## src/aud_types_pkg.sv

```systemverilog
package aud_types_pkg;

    localparam int SAMPLE_W  = 16;                    // audio word width
    localparam int ADDR_W    = 20;                    // sram word address width
    localparam int SPEED_W   = 3;                     // speed field width

    localparam int WGT_W     = SPEED_W + 2;           // signed weight incl. sign and margin
    localparam int ACC_W     = SAMPLE_W + WGT_W;      // weighted sum before the divide
    localparam int BIT_CNT_W = $clog2(SAMPLE_W + 1);  // counts 0..SAMPLE_W

    typedef logic signed [SAMPLE_W-1:0] sample_t;     // mono pcm sample
    typedef logic [ADDR_W-1:0]          sram_addr_t;  // sram word address
    typedef logic [SPEED_W-1:0]         speed_t;      // 0 behaves as 1
    typedef logic [SPEED_W-1:0]         frac_t;       // phase inside a slow block

    // interpolation arithmetic
    typedef logic signed [WGT_W-1:0]    wgt_t;        // s-c, c and s as signed
    typedef logic signed [ACC_W-1:0]    acc_t;        // prev*(s-c) + cur*c

    typedef logic [BIT_CNT_W-1:0]       bit_cnt_t;    // serializer bits left

endpackage

```

## src/aud_ctrl_pkg.sv

```systemverilog
package aud_ctrl_pkg;

    // playback speed transform
    typedef enum logic [1:0] {
        MODE_NORMAL = 2'd0,  // one word per frame
        MODE_FAST   = 2'd1,  // address skips by speed
        MODE_HOLD   = 2'd2,  // word repeated speed frames
        MODE_LINEAR = 2'd3   // ramp prev -> cur
    } play_mode_e;

    typedef struct packed {
        play_mode_e            mode;   // 2 bits
        aud_types_pkg::speed_t speed;  // 3 bits
    } play_cfg_t;

    typedef enum logic [1:0] {
        CTRL_IDLE  = 2'd0,  // stopped, address at 0
        CTRL_PLAY  = 2'd1,  // ticks advance the address
        CTRL_PAUSE = 2'd2   // address and phase frozen
    } ctrl_state_e;

    // lrck edge finder in the dsp
    typedef enum logic [1:0] {
        DSP_WAIT_HI = 2'd0,  // lrck seen low, waiting for rise
        DSP_WAIT_LO = 2'd1   // waiting for lrck low
    } dsp_state_e;

    localparam play_cfg_t CFG_RESET = '{
        mode:  MODE_NORMAL,
        speed: aud_types_pkg::speed_t'(1)
    };

endpackage

```

## src/aud_dsp.sv

```systemverilog
`timescale 1ns/1ps

module aud_dsp (
    input  logic                       i_clk,
    input  logic                       i_rst_n,
    input  logic                       i_run,        // playing
    input  logic                       i_clear,      // rewind pulse
    input  aud_ctrl_pkg::play_cfg_t    i_cfg,
    input  logic                       i_daclrck,    // sampled as data only
    input  aud_types_pkg::sample_t     i_sram_data,  // word at o_sram_addr
    output aud_types_pkg::sram_addr_t  o_sram_addr,
    output aud_types_pkg::sample_t     o_sample      // changes only at ticks
);

    aud_ctrl_pkg::dsp_state_e  state_r, state_w;
    logic                      frame_edge;  // first high lrck cycle
    logic                      tick;        // frame edge while playing

    aud_types_pkg::sram_addr_t addr_r, addr_w;
    aud_types_pkg::sample_t    sample_r, sample_w;
    aud_types_pkg::sample_t    prev_r, prev_w;   // older word for linear
    aud_types_pkg::sample_t    cur_r, cur_w;     // held or newer word
    aud_types_pkg::frac_t      phase_r, phase_w;

    aud_types_pkg::speed_t     spd_eff;     // speed with 0 mapped to 1
    aud_types_pkg::frac_t      phase_nxt;   // wraps at spd_eff
    logic                      blk_start;   // phase 0 of a slow block

    // linear interpolation path
    aud_types_pkg::sample_t    lin_prev, lin_cur;
    aud_types_pkg::wgt_t       w_div, w_cur, w_prev;
    aud_types_pkg::acc_t       lin_num, lin_quot;
    aud_types_pkg::sample_t    lin_out;

    assign o_sram_addr = addr_r;
    assign o_sample    = sample_r;

    // lrck edge finder, needs a low before each rise
    always_comb begin
        state_w    = state_r;
        frame_edge = 1'b0;
        case (state_r)
            aud_ctrl_pkg::DSP_WAIT_LO: begin
                if (!i_daclrck) state_w = aud_ctrl_pkg::DSP_WAIT_HI;
            end
            aud_ctrl_pkg::DSP_WAIT_HI: begin
                if (i_daclrck) begin
                    state_w    = aud_ctrl_pkg::DSP_WAIT_LO;
                    frame_edge = 1'b1;
                end
            end
            default: state_w = aud_ctrl_pkg::DSP_WAIT_LO;
        endcase
    end

    assign tick = frame_edge && i_run;

    assign spd_eff   = (i_cfg.speed == '0) ? aud_types_pkg::speed_t'(1) : i_cfg.speed;
    assign blk_start = (phase_r == '0);
    assign phase_nxt = (phase_r == aud_types_pkg::frac_t'(spd_eff - 1'b1)) ?
                       '0 : phase_r + 1'b1;

    // at phase 0 the registers shift before the average is formed
    assign lin_prev = blk_start ? cur_r : prev_r;
    assign lin_cur  = blk_start ? i_sram_data : cur_r;
    assign w_div    = aud_types_pkg::wgt_t'({2'b00, spd_eff});
    assign w_cur    = aud_types_pkg::wgt_t'({2'b00, phase_r});
    assign w_prev   = w_div - w_cur;                        // s - c
    assign lin_num  = lin_prev * w_prev + lin_cur * w_cur;  // all signed
    assign lin_quot = lin_num / w_div;                      // truncates toward 0
    assign lin_out  = aud_types_pkg::sample_t'(lin_quot);   // lies between prev and cur

    always_comb begin
        addr_w   = addr_r;
        sample_w = sample_r;
        prev_w   = prev_r;
        cur_w    = cur_r;
        phase_w  = phase_r;
        if (i_clear) begin                  // rewind, wins over a tick
            addr_w   = '0;
            phase_w  = '0;
            prev_w   = '0;
            cur_w    = '0;
            if (frame_edge) sample_w = '0;
        end else if (tick) begin
            case (i_cfg.mode)
                aud_ctrl_pkg::MODE_FAST: begin
                    sample_w = i_sram_data;
                    addr_w   = addr_r + aud_types_pkg::sram_addr_t'(spd_eff);
                end
                aud_ctrl_pkg::MODE_HOLD: begin
                    if (blk_start) begin
                        cur_w    = i_sram_data;
                        sample_w = i_sram_data;
                        addr_w   = addr_r + 1'b1;
                    end else begin
                        sample_w = cur_r;   // repeat held word
                    end
                    phase_w = phase_nxt;
                end
                aud_ctrl_pkg::MODE_LINEAR: begin
                    if (blk_start) begin
                        prev_w = cur_r;
                        cur_w  = i_sram_data;
                        addr_w = addr_r + 1'b1;
                    end
                    sample_w = lin_out;
                    phase_w  = phase_nxt;
                end
                default: begin              // normal
                    sample_w = i_sram_data;
                    addr_w   = addr_r + 1'b1;
                end
            endcase
        end else if (frame_edge) begin
            sample_w = '0;                  // idle or paused frame
        end
    end

    always_ff @(posedge i_clk) begin
        if (!i_rst_n) begin
            state_r  <= aud_ctrl_pkg::DSP_WAIT_LO;
            addr_r   <= '0;
            sample_r <= '0;
            phase_r  <= '0;
        end else begin
            state_r  <= state_w;
            addr_r   <= addr_w;
            sample_r <= sample_w;
            phase_r  <= phase_w;
        end
    end

    // history words, start from 0 via clear
    always_ff @(posedge i_clk) begin
        if (!i_rst_n) begin
            prev_r <= '0;
            cur_r  <= '0;
        end else begin
            prev_r <= prev_w;
            cur_r  <= cur_w;
        end
    end

endmodule

```

## src/aud_i2s_tx.sv

```systemverilog
`timescale 1ns/1ps

module aud_i2s_tx (
    input  logic                    i_clk,      // codec bit clock
    input  logic                    i_rst_n,
    input  logic                    i_daclrck,  // frame clock from codec
    input  aud_types_pkg::sample_t  i_sample,   // stable across the frame
    output logic                    o_dacdat
);

    logic                     lrck_q;      // lrck one cycle back
    logic                     lrck_fall;   // left half begins
    logic                     lrck_rise;   // right half begins
    aud_types_pkg::sample_t   word_r;      // word for both halves
    aud_types_pkg::sample_t   shift_r;     // msb goes out first
    aud_types_pkg::bit_cnt_t  bits_r;      // bits still to send

    assign lrck_fall = lrck_q && !i_daclrck;
    assign lrck_rise = !lrck_q && i_daclrck;

    // zero once the word is out
    assign o_dacdat = (bits_r != '0) && shift_r[aud_types_pkg::SAMPLE_W-1];

    always_ff @(posedge i_clk) begin
        if (!i_rst_n) begin
            lrck_q <= 1'b1;   // first event seen is a fall
            bits_r <= '0;
        end else begin
            lrck_q <= i_daclrck;
            if (lrck_fall || lrck_rise) begin
                bits_r <= aud_types_pkg::bit_cnt_t'(aud_types_pkg::SAMPLE_W);
            end else if (bits_r != '0) begin
                bits_r <= bits_r - 1'b1;
            end
        end
    end

    always_ff @(posedge i_clk) begin
        if (lrck_fall) begin
            word_r  <= i_sample;      // capture at start of left half
            shift_r <= i_sample;
        end else if (lrck_rise) begin
            shift_r <= word_r;        // same word in right half
        end else begin
            shift_r <= shift_r << 1;
        end
    end

endmodule

```

## src/aud_play_ctrl.sv

```systemverilog
`timescale 1ns/1ps

module aud_play_ctrl (
    input  logic                       i_clk,
    input  logic                       i_rst_n,
    input  logic                       i_start,      // strobe
    input  logic                       i_pause,      // strobe
    input  logic                       i_stop,       // strobe
    input  aud_ctrl_pkg::play_mode_e   i_mode,       // sampled with start
    input  aud_types_pkg::speed_t      i_speed,      // sampled with start
    input  aud_types_pkg::sram_addr_t  i_end_addr,   // last valid word
    input  aud_types_pkg::sram_addr_t  i_sram_addr,  // current read address
    output logic                       o_run,
    output logic                       o_clear,
    output aud_ctrl_pkg::play_cfg_t    o_cfg,
    output logic                       o_done
);

    aud_ctrl_pkg::ctrl_state_e state_r, state_w;
    aud_ctrl_pkg::play_cfg_t   cfg_r, cfg_w;
    logic                      clear_r, clear_w;
    logic                      done_r, done_w;
    logic                      eof;  // address ran past the end

    assign eof     = (state_r == aud_ctrl_pkg::CTRL_PLAY) && (i_sram_addr > i_end_addr);
    assign o_run   = (state_r == aud_ctrl_pkg::CTRL_PLAY) && !clear_r;  // low during clear
    assign o_clear = clear_r;
    assign o_cfg   = cfg_r;
    assign o_done  = done_r;

    always_comb begin
        state_w = state_r;
        cfg_w   = cfg_r;
        clear_w = 1'b0;
        done_w  = 1'b0;
        if (i_stop) begin                         // stop beats everything
            state_w = aud_ctrl_pkg::CTRL_IDLE;
            clear_w = 1'b1;
        end else if (eof) begin                   // end of file acts like stop
            state_w = aud_ctrl_pkg::CTRL_IDLE;
            clear_w = 1'b1;
            done_w  = 1'b1;
        end else if (i_pause) begin
            if (state_r == aud_ctrl_pkg::CTRL_PLAY) begin
                state_w = aud_ctrl_pkg::CTRL_PAUSE;
            end
        end else if (i_start) begin
            case (state_r)
                aud_ctrl_pkg::CTRL_IDLE: begin    // fresh start
                    state_w    = aud_ctrl_pkg::CTRL_PLAY;
                    clear_w    = 1'b1;            // rewind addr and phase
                    cfg_w.mode  = i_mode;
                    cfg_w.speed = i_speed;
                end
                aud_ctrl_pkg::CTRL_PAUSE: begin   // resume, keep old cfg
                    state_w = aud_ctrl_pkg::CTRL_PLAY;
                end
                default: begin                    // already playing
                    state_w = state_r;
                end
            endcase
        end
    end

    always_ff @(posedge i_clk) begin
        if (!i_rst_n) begin
            state_r <= aud_ctrl_pkg::CTRL_IDLE;
            cfg_r   <= aud_ctrl_pkg::CFG_RESET;
            clear_r <= 1'b0;
            done_r  <= 1'b0;
        end else begin
            state_r <= state_w;
            cfg_r   <= cfg_w;
            clear_r <= clear_w;
            done_r  <= done_w;
        end
    end

endmodule

```

## src/aud_play_top.sv

```systemverilog
`timescale 1ns/1ps

module aud_play_top (
    input  logic                       i_clk,        // codec bclk
    input  logic                       i_rst_n,
    input  logic                       i_start,
    input  logic                       i_pause,
    input  logic                       i_stop,
    input  aud_ctrl_pkg::play_mode_e   i_mode,
    input  aud_types_pkg::speed_t      i_speed,
    input  aud_types_pkg::sram_addr_t  i_end_addr,
    input  logic                       i_daclrck,    // codec frame clock
    input  aud_types_pkg::sample_t     i_sram_data,  // async sram read data
    output aud_types_pkg::sram_addr_t  o_sram_addr,
    output logic                       o_dacdat,
    output logic                       o_done        // end of file pulse
);

    logic                      run;
    logic                      clear;
    aud_ctrl_pkg::play_cfg_t   cfg;
    aud_types_pkg::sample_t    sample;

    aud_play_ctrl u_ctrl (
        .i_clk       (i_clk),
        .i_rst_n     (i_rst_n),
        .i_start     (i_start),
        .i_pause     (i_pause),
        .i_stop      (i_stop),
        .i_mode      (i_mode),
        .i_speed     (i_speed),
        .i_end_addr  (i_end_addr),
        .i_sram_addr (o_sram_addr),  // eof compare
        .o_run       (run),
        .o_clear     (clear),
        .o_cfg       (cfg),
        .o_done      (o_done)
    );

    aud_dsp u_dsp (
        .i_clk       (i_clk),
        .i_rst_n     (i_rst_n),
        .i_run       (run),
        .i_clear     (clear),
        .i_cfg       (cfg),
        .i_daclrck   (i_daclrck),
        .i_sram_data (i_sram_data),
        .o_sram_addr (o_sram_addr),
        .o_sample    (sample)
    );

    aud_i2s_tx u_i2s (
        .i_clk     (i_clk),
        .i_rst_n   (i_rst_n),
        .i_daclrck (i_daclrck),
        .i_sample  (sample),
        .o_dacdat  (o_dacdat)
    );

endmodule

```

## config.mk

```make
export PLATFORM = sky130hd
export DESIGN_NAME = aud_play_top
export DESIGN_NICKNAME = d
export VERILOG_FILES = /design/src/aud_types_pkg.sv /design/src/aud_ctrl_pkg.sv /design/src/aud_dsp.sv /design/src/aud_i2s_tx.sv /design/src/aud_play_ctrl.sv /design/src/aud_play_top.sv
export SDC_FILE = /design/constraint.sdc
export NUM_CORES = 1
export LEC_CHECK = 0
export BUFFER_PORTS_ARGS = -buffer_cell sky130_fd_sc_hd__buf_2
export CAP_MARGIN = 20
export CORE_ASPECT_RATIO = 0.5
export CORE_MARGIN = 2
export CORE_UTILIZATION = 59
export DETAILED_ROUTE_END_ITERATION = 12
export GPL_ROUTABILITY_DRIVEN = 0
export HOLD_SLACK_MARGIN = 0.12
export PLACE_DENSITY = 0.77
export SLEW_MARGIN = 40
export SYNTH_ARGS = -nofsm -noshare
export SYNTH_HDL_FRONTEND = slang
export SYNTH_HIERARCHICAL = 1
export SYNTH_SLANG_ARGS = --single-unit
```

## constraint.sdc

```tcl
create_clock -name i_clk -period 45.4 [get_ports i_clk]
set_clock_uncertainty 0.2 [all_clocks]
set_input_delay 2.27 -clock i_clk [delete_from_list [all_inputs] [get_ports i_clk]]
set_output_delay 2.27 -clock i_clk [all_outputs]
set_load 0.05 [all_outputs]
```

==> flow_summary.yaml <==
drt:
  wl_met3_um: 5930
  avgViaCountPerCell: 6.555
  met1_length_um: 24820
  drt_iter0_drc: 2210
  wire_per_inst_um: 19.61
  highest-signal-layer: "met4"
  drc: 0
  routed_wl_um: 60240
  wl_met2_um: 26920
  first_pass_iters: 6
  ant_nets: 0
  via_count: 20140
synthesis:
  synth.area.mux_share: 0.05149
  synth.distinct_cells: 119
  synth-simple-area-share: 0.2633
  synth-main-ff-cell: "dfxtp_1"
  synthAdderAreaFrac: 0.1937
  synth_xor_area_frac: 0.05517
  yosysSeqAreaShare: 0.1335
  avgSynthCellArea_um2: 7.599
  ys_ff_latch: 119
  syn_area_um2: 19050
  synth_edf_count: 16
  synth-compound-area-share: 0.2462
  syn_inst: 2507
  synth_top_family_by_area: "simple AND/OR/NAND/NOR gates"
  synthArstFlopShare: 0
  ys_warn_count: 6
  synth_nets: 2796
sta:
  max_slew.worst_pin.slew_ns: 0.8524
  slew_headroom: 0.4257
  min_period_over_period: 0.9520
  hold_viol_final: 0
  slew_violations: 0
  fmax_mhz: 23.14
  finalCriticalPeriod_ns: 43.22
  setup_ws_ns: 2.178
  setup_viol: 0
finish:
  register_area_um2: 2542
  n_fill_cell: 2606
  final_common_cell: "nor2_1"
  drive_gt1_frac: 0.1584
  num-nets-final: 2915
  layout_common_cells: "nor2_1 (254), nand2_1 (228), inv_1 (204)"
  multi_input_area_um2: 15910
  area_growth_pct: 12.89
cts:
  clk_pin_slew_ns: 0.06
  cts_buffer_depth: 2
  cts_made_buffers: 17
  cts.root.buffer_cell: "clkbuf_16"
  cts-hold-fix-buffers: 0
  tritoncts: "yes"
  clk-insertion-delay-late_ns: 0.42
  cts.sink_count: 119
  htreeDepth: 4
setup_path:
  worstSetupEndpointType: "flop"
  crit_arrival_ns: 43.33
  r2r_cells: 205
  worst-setup-path-type: "in2reg"
  cpMostUsedCell: "ha_1"
  cp-start-kind: "input port"
  critPathMaxFanout: 13
  worst_ep_required_time_ns: 45.51
  reg2reg_to: "u_dsp/o_sample[6]$_SDFF_PN0_"
  r2r-start: "u_ctrl/o_cfg[2]$_SDFFE_PN0P_"
  crit_path_end: "u_dsp/o_sample[6]$_SDFF_PN0_"
  critPathMaxStageDelay_ns: 0.57
  r2r_setup_slack_ns: 2.25
  cp_slowest_cell: "fa_1"
  startpoint: "i_sram_data[3]"
worst_hold_path:
  hold_start: "u_dsp/o_sample[4]$_SDFF_PN0_"
  min_path_type: "reg2reg"
placed_design:
  portBuffers: 68
  pre_cts_ws_ns: -1.658
  hpwl_um: 46550
global_route:
  gr-total-overflow: 0
  grt_pass1_vias: 18500
  grt_pass1_wl_um: 93660
  antenna_found_initial: 0
  grt_usage: 0.3424
  grt_start_max_net_pins: 54
floorplan:
  dieArea_um2: 33830
  die_w_um: 258.1
  start_util: 0.6007
  boundaryPins: 69
  core_um2: 31710
  die_h_um: 131.1
  rows: 46
outcome:
  status: "completed"
run:
  cap_violations: 0
## synth_stat cells (15+ instances only)
| master | count | area [um2] |
|---|---|---|
| nor2_1 | 263 | 987.2 |
| nand2_1 | 234 | 878.3 |
| inv_1 | 204 | 765.7 |
| ha_1 | 155 | 1939 |
| a21oi_1 | 150 | 750.7 |
| o21ai_0 | 112 | 560.5 |
| dfxtp_1 | 103 | 2062 |
| nor3_1 | 91 | 455.4 |
| fa_1 | 87 | 1742 |
| mux2i_1 | 77 | 770.7 |
| xnor2_1 | 72 | 630.6 |
| nand3_1 | 64 | 320.3 |
| clkbuf_1 | 52 | 195.2 |
| nor2b_1 | 52 | 325.3 |
| xor2_1 | 48 | 420.4 |
| and2_1 | 47 | 294.0 |
| nand2b_1 | 42 | 262.8 |
| a211oi_1 | 41 | 307.8 |
| o21a_1 | 39 | 292.8 |
| or2_2 | 28 | 175.2 |
| and3_1 | 27 | 168.9 |
| nand4_1 | 26 | 162.7 |
| a31oi_1 | 25 | 156.4 |
| a21o_1 | 24 | 180.2 |
| or3_1 | 24 | 150.1 |
| o21ai_1 | 21 | 105.1 |
| o211ai_1 | 20 | 150.1 |
| o31ai_1 | 20 | 150.1 |
| edfxtp_1 | 16 | 480.5 |
| nor4_1 | 15 | 93.84 |
## metrics by stage
stage,setup TNS [ns],hold WS [ns],area (um2),util,cells
CTS,0,0.2613,21010,0.6624,3042
finish,0,0.2602,21510,0.6781,3072
detailed placement,-13.51,0.2472,20310,0.6404,3009
global route,-1.290,0.2747,21500,0.6781,3071
global placement,0,0.2460,20290,0.6399,3009
floorplan,0,0.2228,19120,-,2507
## area by class of cell
| type | instances | area share |
|---|---|---|
| sequential | 119 | 0.1182 |
| antenna | 1 | 0.0001164 |
| multi-input combinational | 2108 | 0.7397 |
| clock buffer | 18 | 0.02094 |
| tap | 432 | 0.02513 |
| clock inverter | 14 | 0.006342 |
| timing repair buffer | 175 | 0.05376 |
| inverter | 205 | 0.03578 |
## state kept, by name, summed over array words and instances (netlist names)
register,cells
u_ctrl/o_clear,1
u_ctrl/state_r,2
u_dsp/o_sram_addr,20
u_dsp/prev_r,16
u_i2s/word_r,16
u_i2s/shift_r,16
u_dsp/state_r,1
u_ctrl/o_done,1
u_i2s/lrck_q,1
u_ctrl/o_cfg,5
u_dsp/o_sample,16
u_dsp/phase_r,3
u_i2s/bits_r,5
u_dsp/cur_r,16
## logic make-up (layout without fill, tap and decap cells)
logic type	after synthesis	after routing
buf+inv	280	412
simple gates	991	991
fa+ha+maj	243	243
xor+xnor	120	120
mux	94	94
compound gates	660	660
other cells	0	1
flops	119	119
## what timing repair did
| item | in CTS | in global routing |
|---|---|---|
| setup buffers | 1 | 29 |
| endpoints found under the setup margin | 10 | 16 |
| resized for setup | 23 | 81 |
| pin swaps | 1 | 15 |
## worst max-delay path, delay by kind of cell
kind / cells / cell delay (ns)
buffers and inverters: 9 / 1.17
adder cells (fa/ha/maj): 27 / 8.84
multiplexers: 8 / 2.12
AND/OR/NAND/NOR: 69 / 13.93
XOR/XNOR: 1 / 0.30
AO/OA/AOI/OAI: 86 / 14.65
## how the worst min path moves through the flow
stage	depth (start not counted)	to	slack [ns]
floorplan	0	u_i2s/word_r[3]$_DFFE_PP_	0.22
CTS	0	u_i2s/word_r[4]$_DFFE_PP_	0.26
finish	0	u_i2s/word_r[4]$_DFFE_PP_	0.26
detailed placement	0	u_i2s/word_r[4]$_DFFE_PP_	0.25
global route	0	u_i2s/word_r[4]$_DFFE_PP_	0.27
global placement	0	u_i2s/word_r[4]$_DFFE_PP_	0.25
## routing by layer
| layer | vias to the layer above | global-route usage |
|---|---|---|
| li1 | 9278 | - |
| met4 | 0 | 0.1493 |
| met2 | 1148 | 0.5704 |
| met1 | 9479 | 0.4358 |
| met5 | - | 0 |
| met3 | 232 | 0.07151 |
Power is not shown: default switching activity piles up to over one toggle a cycle in this logic, so the estimate is an artifact.
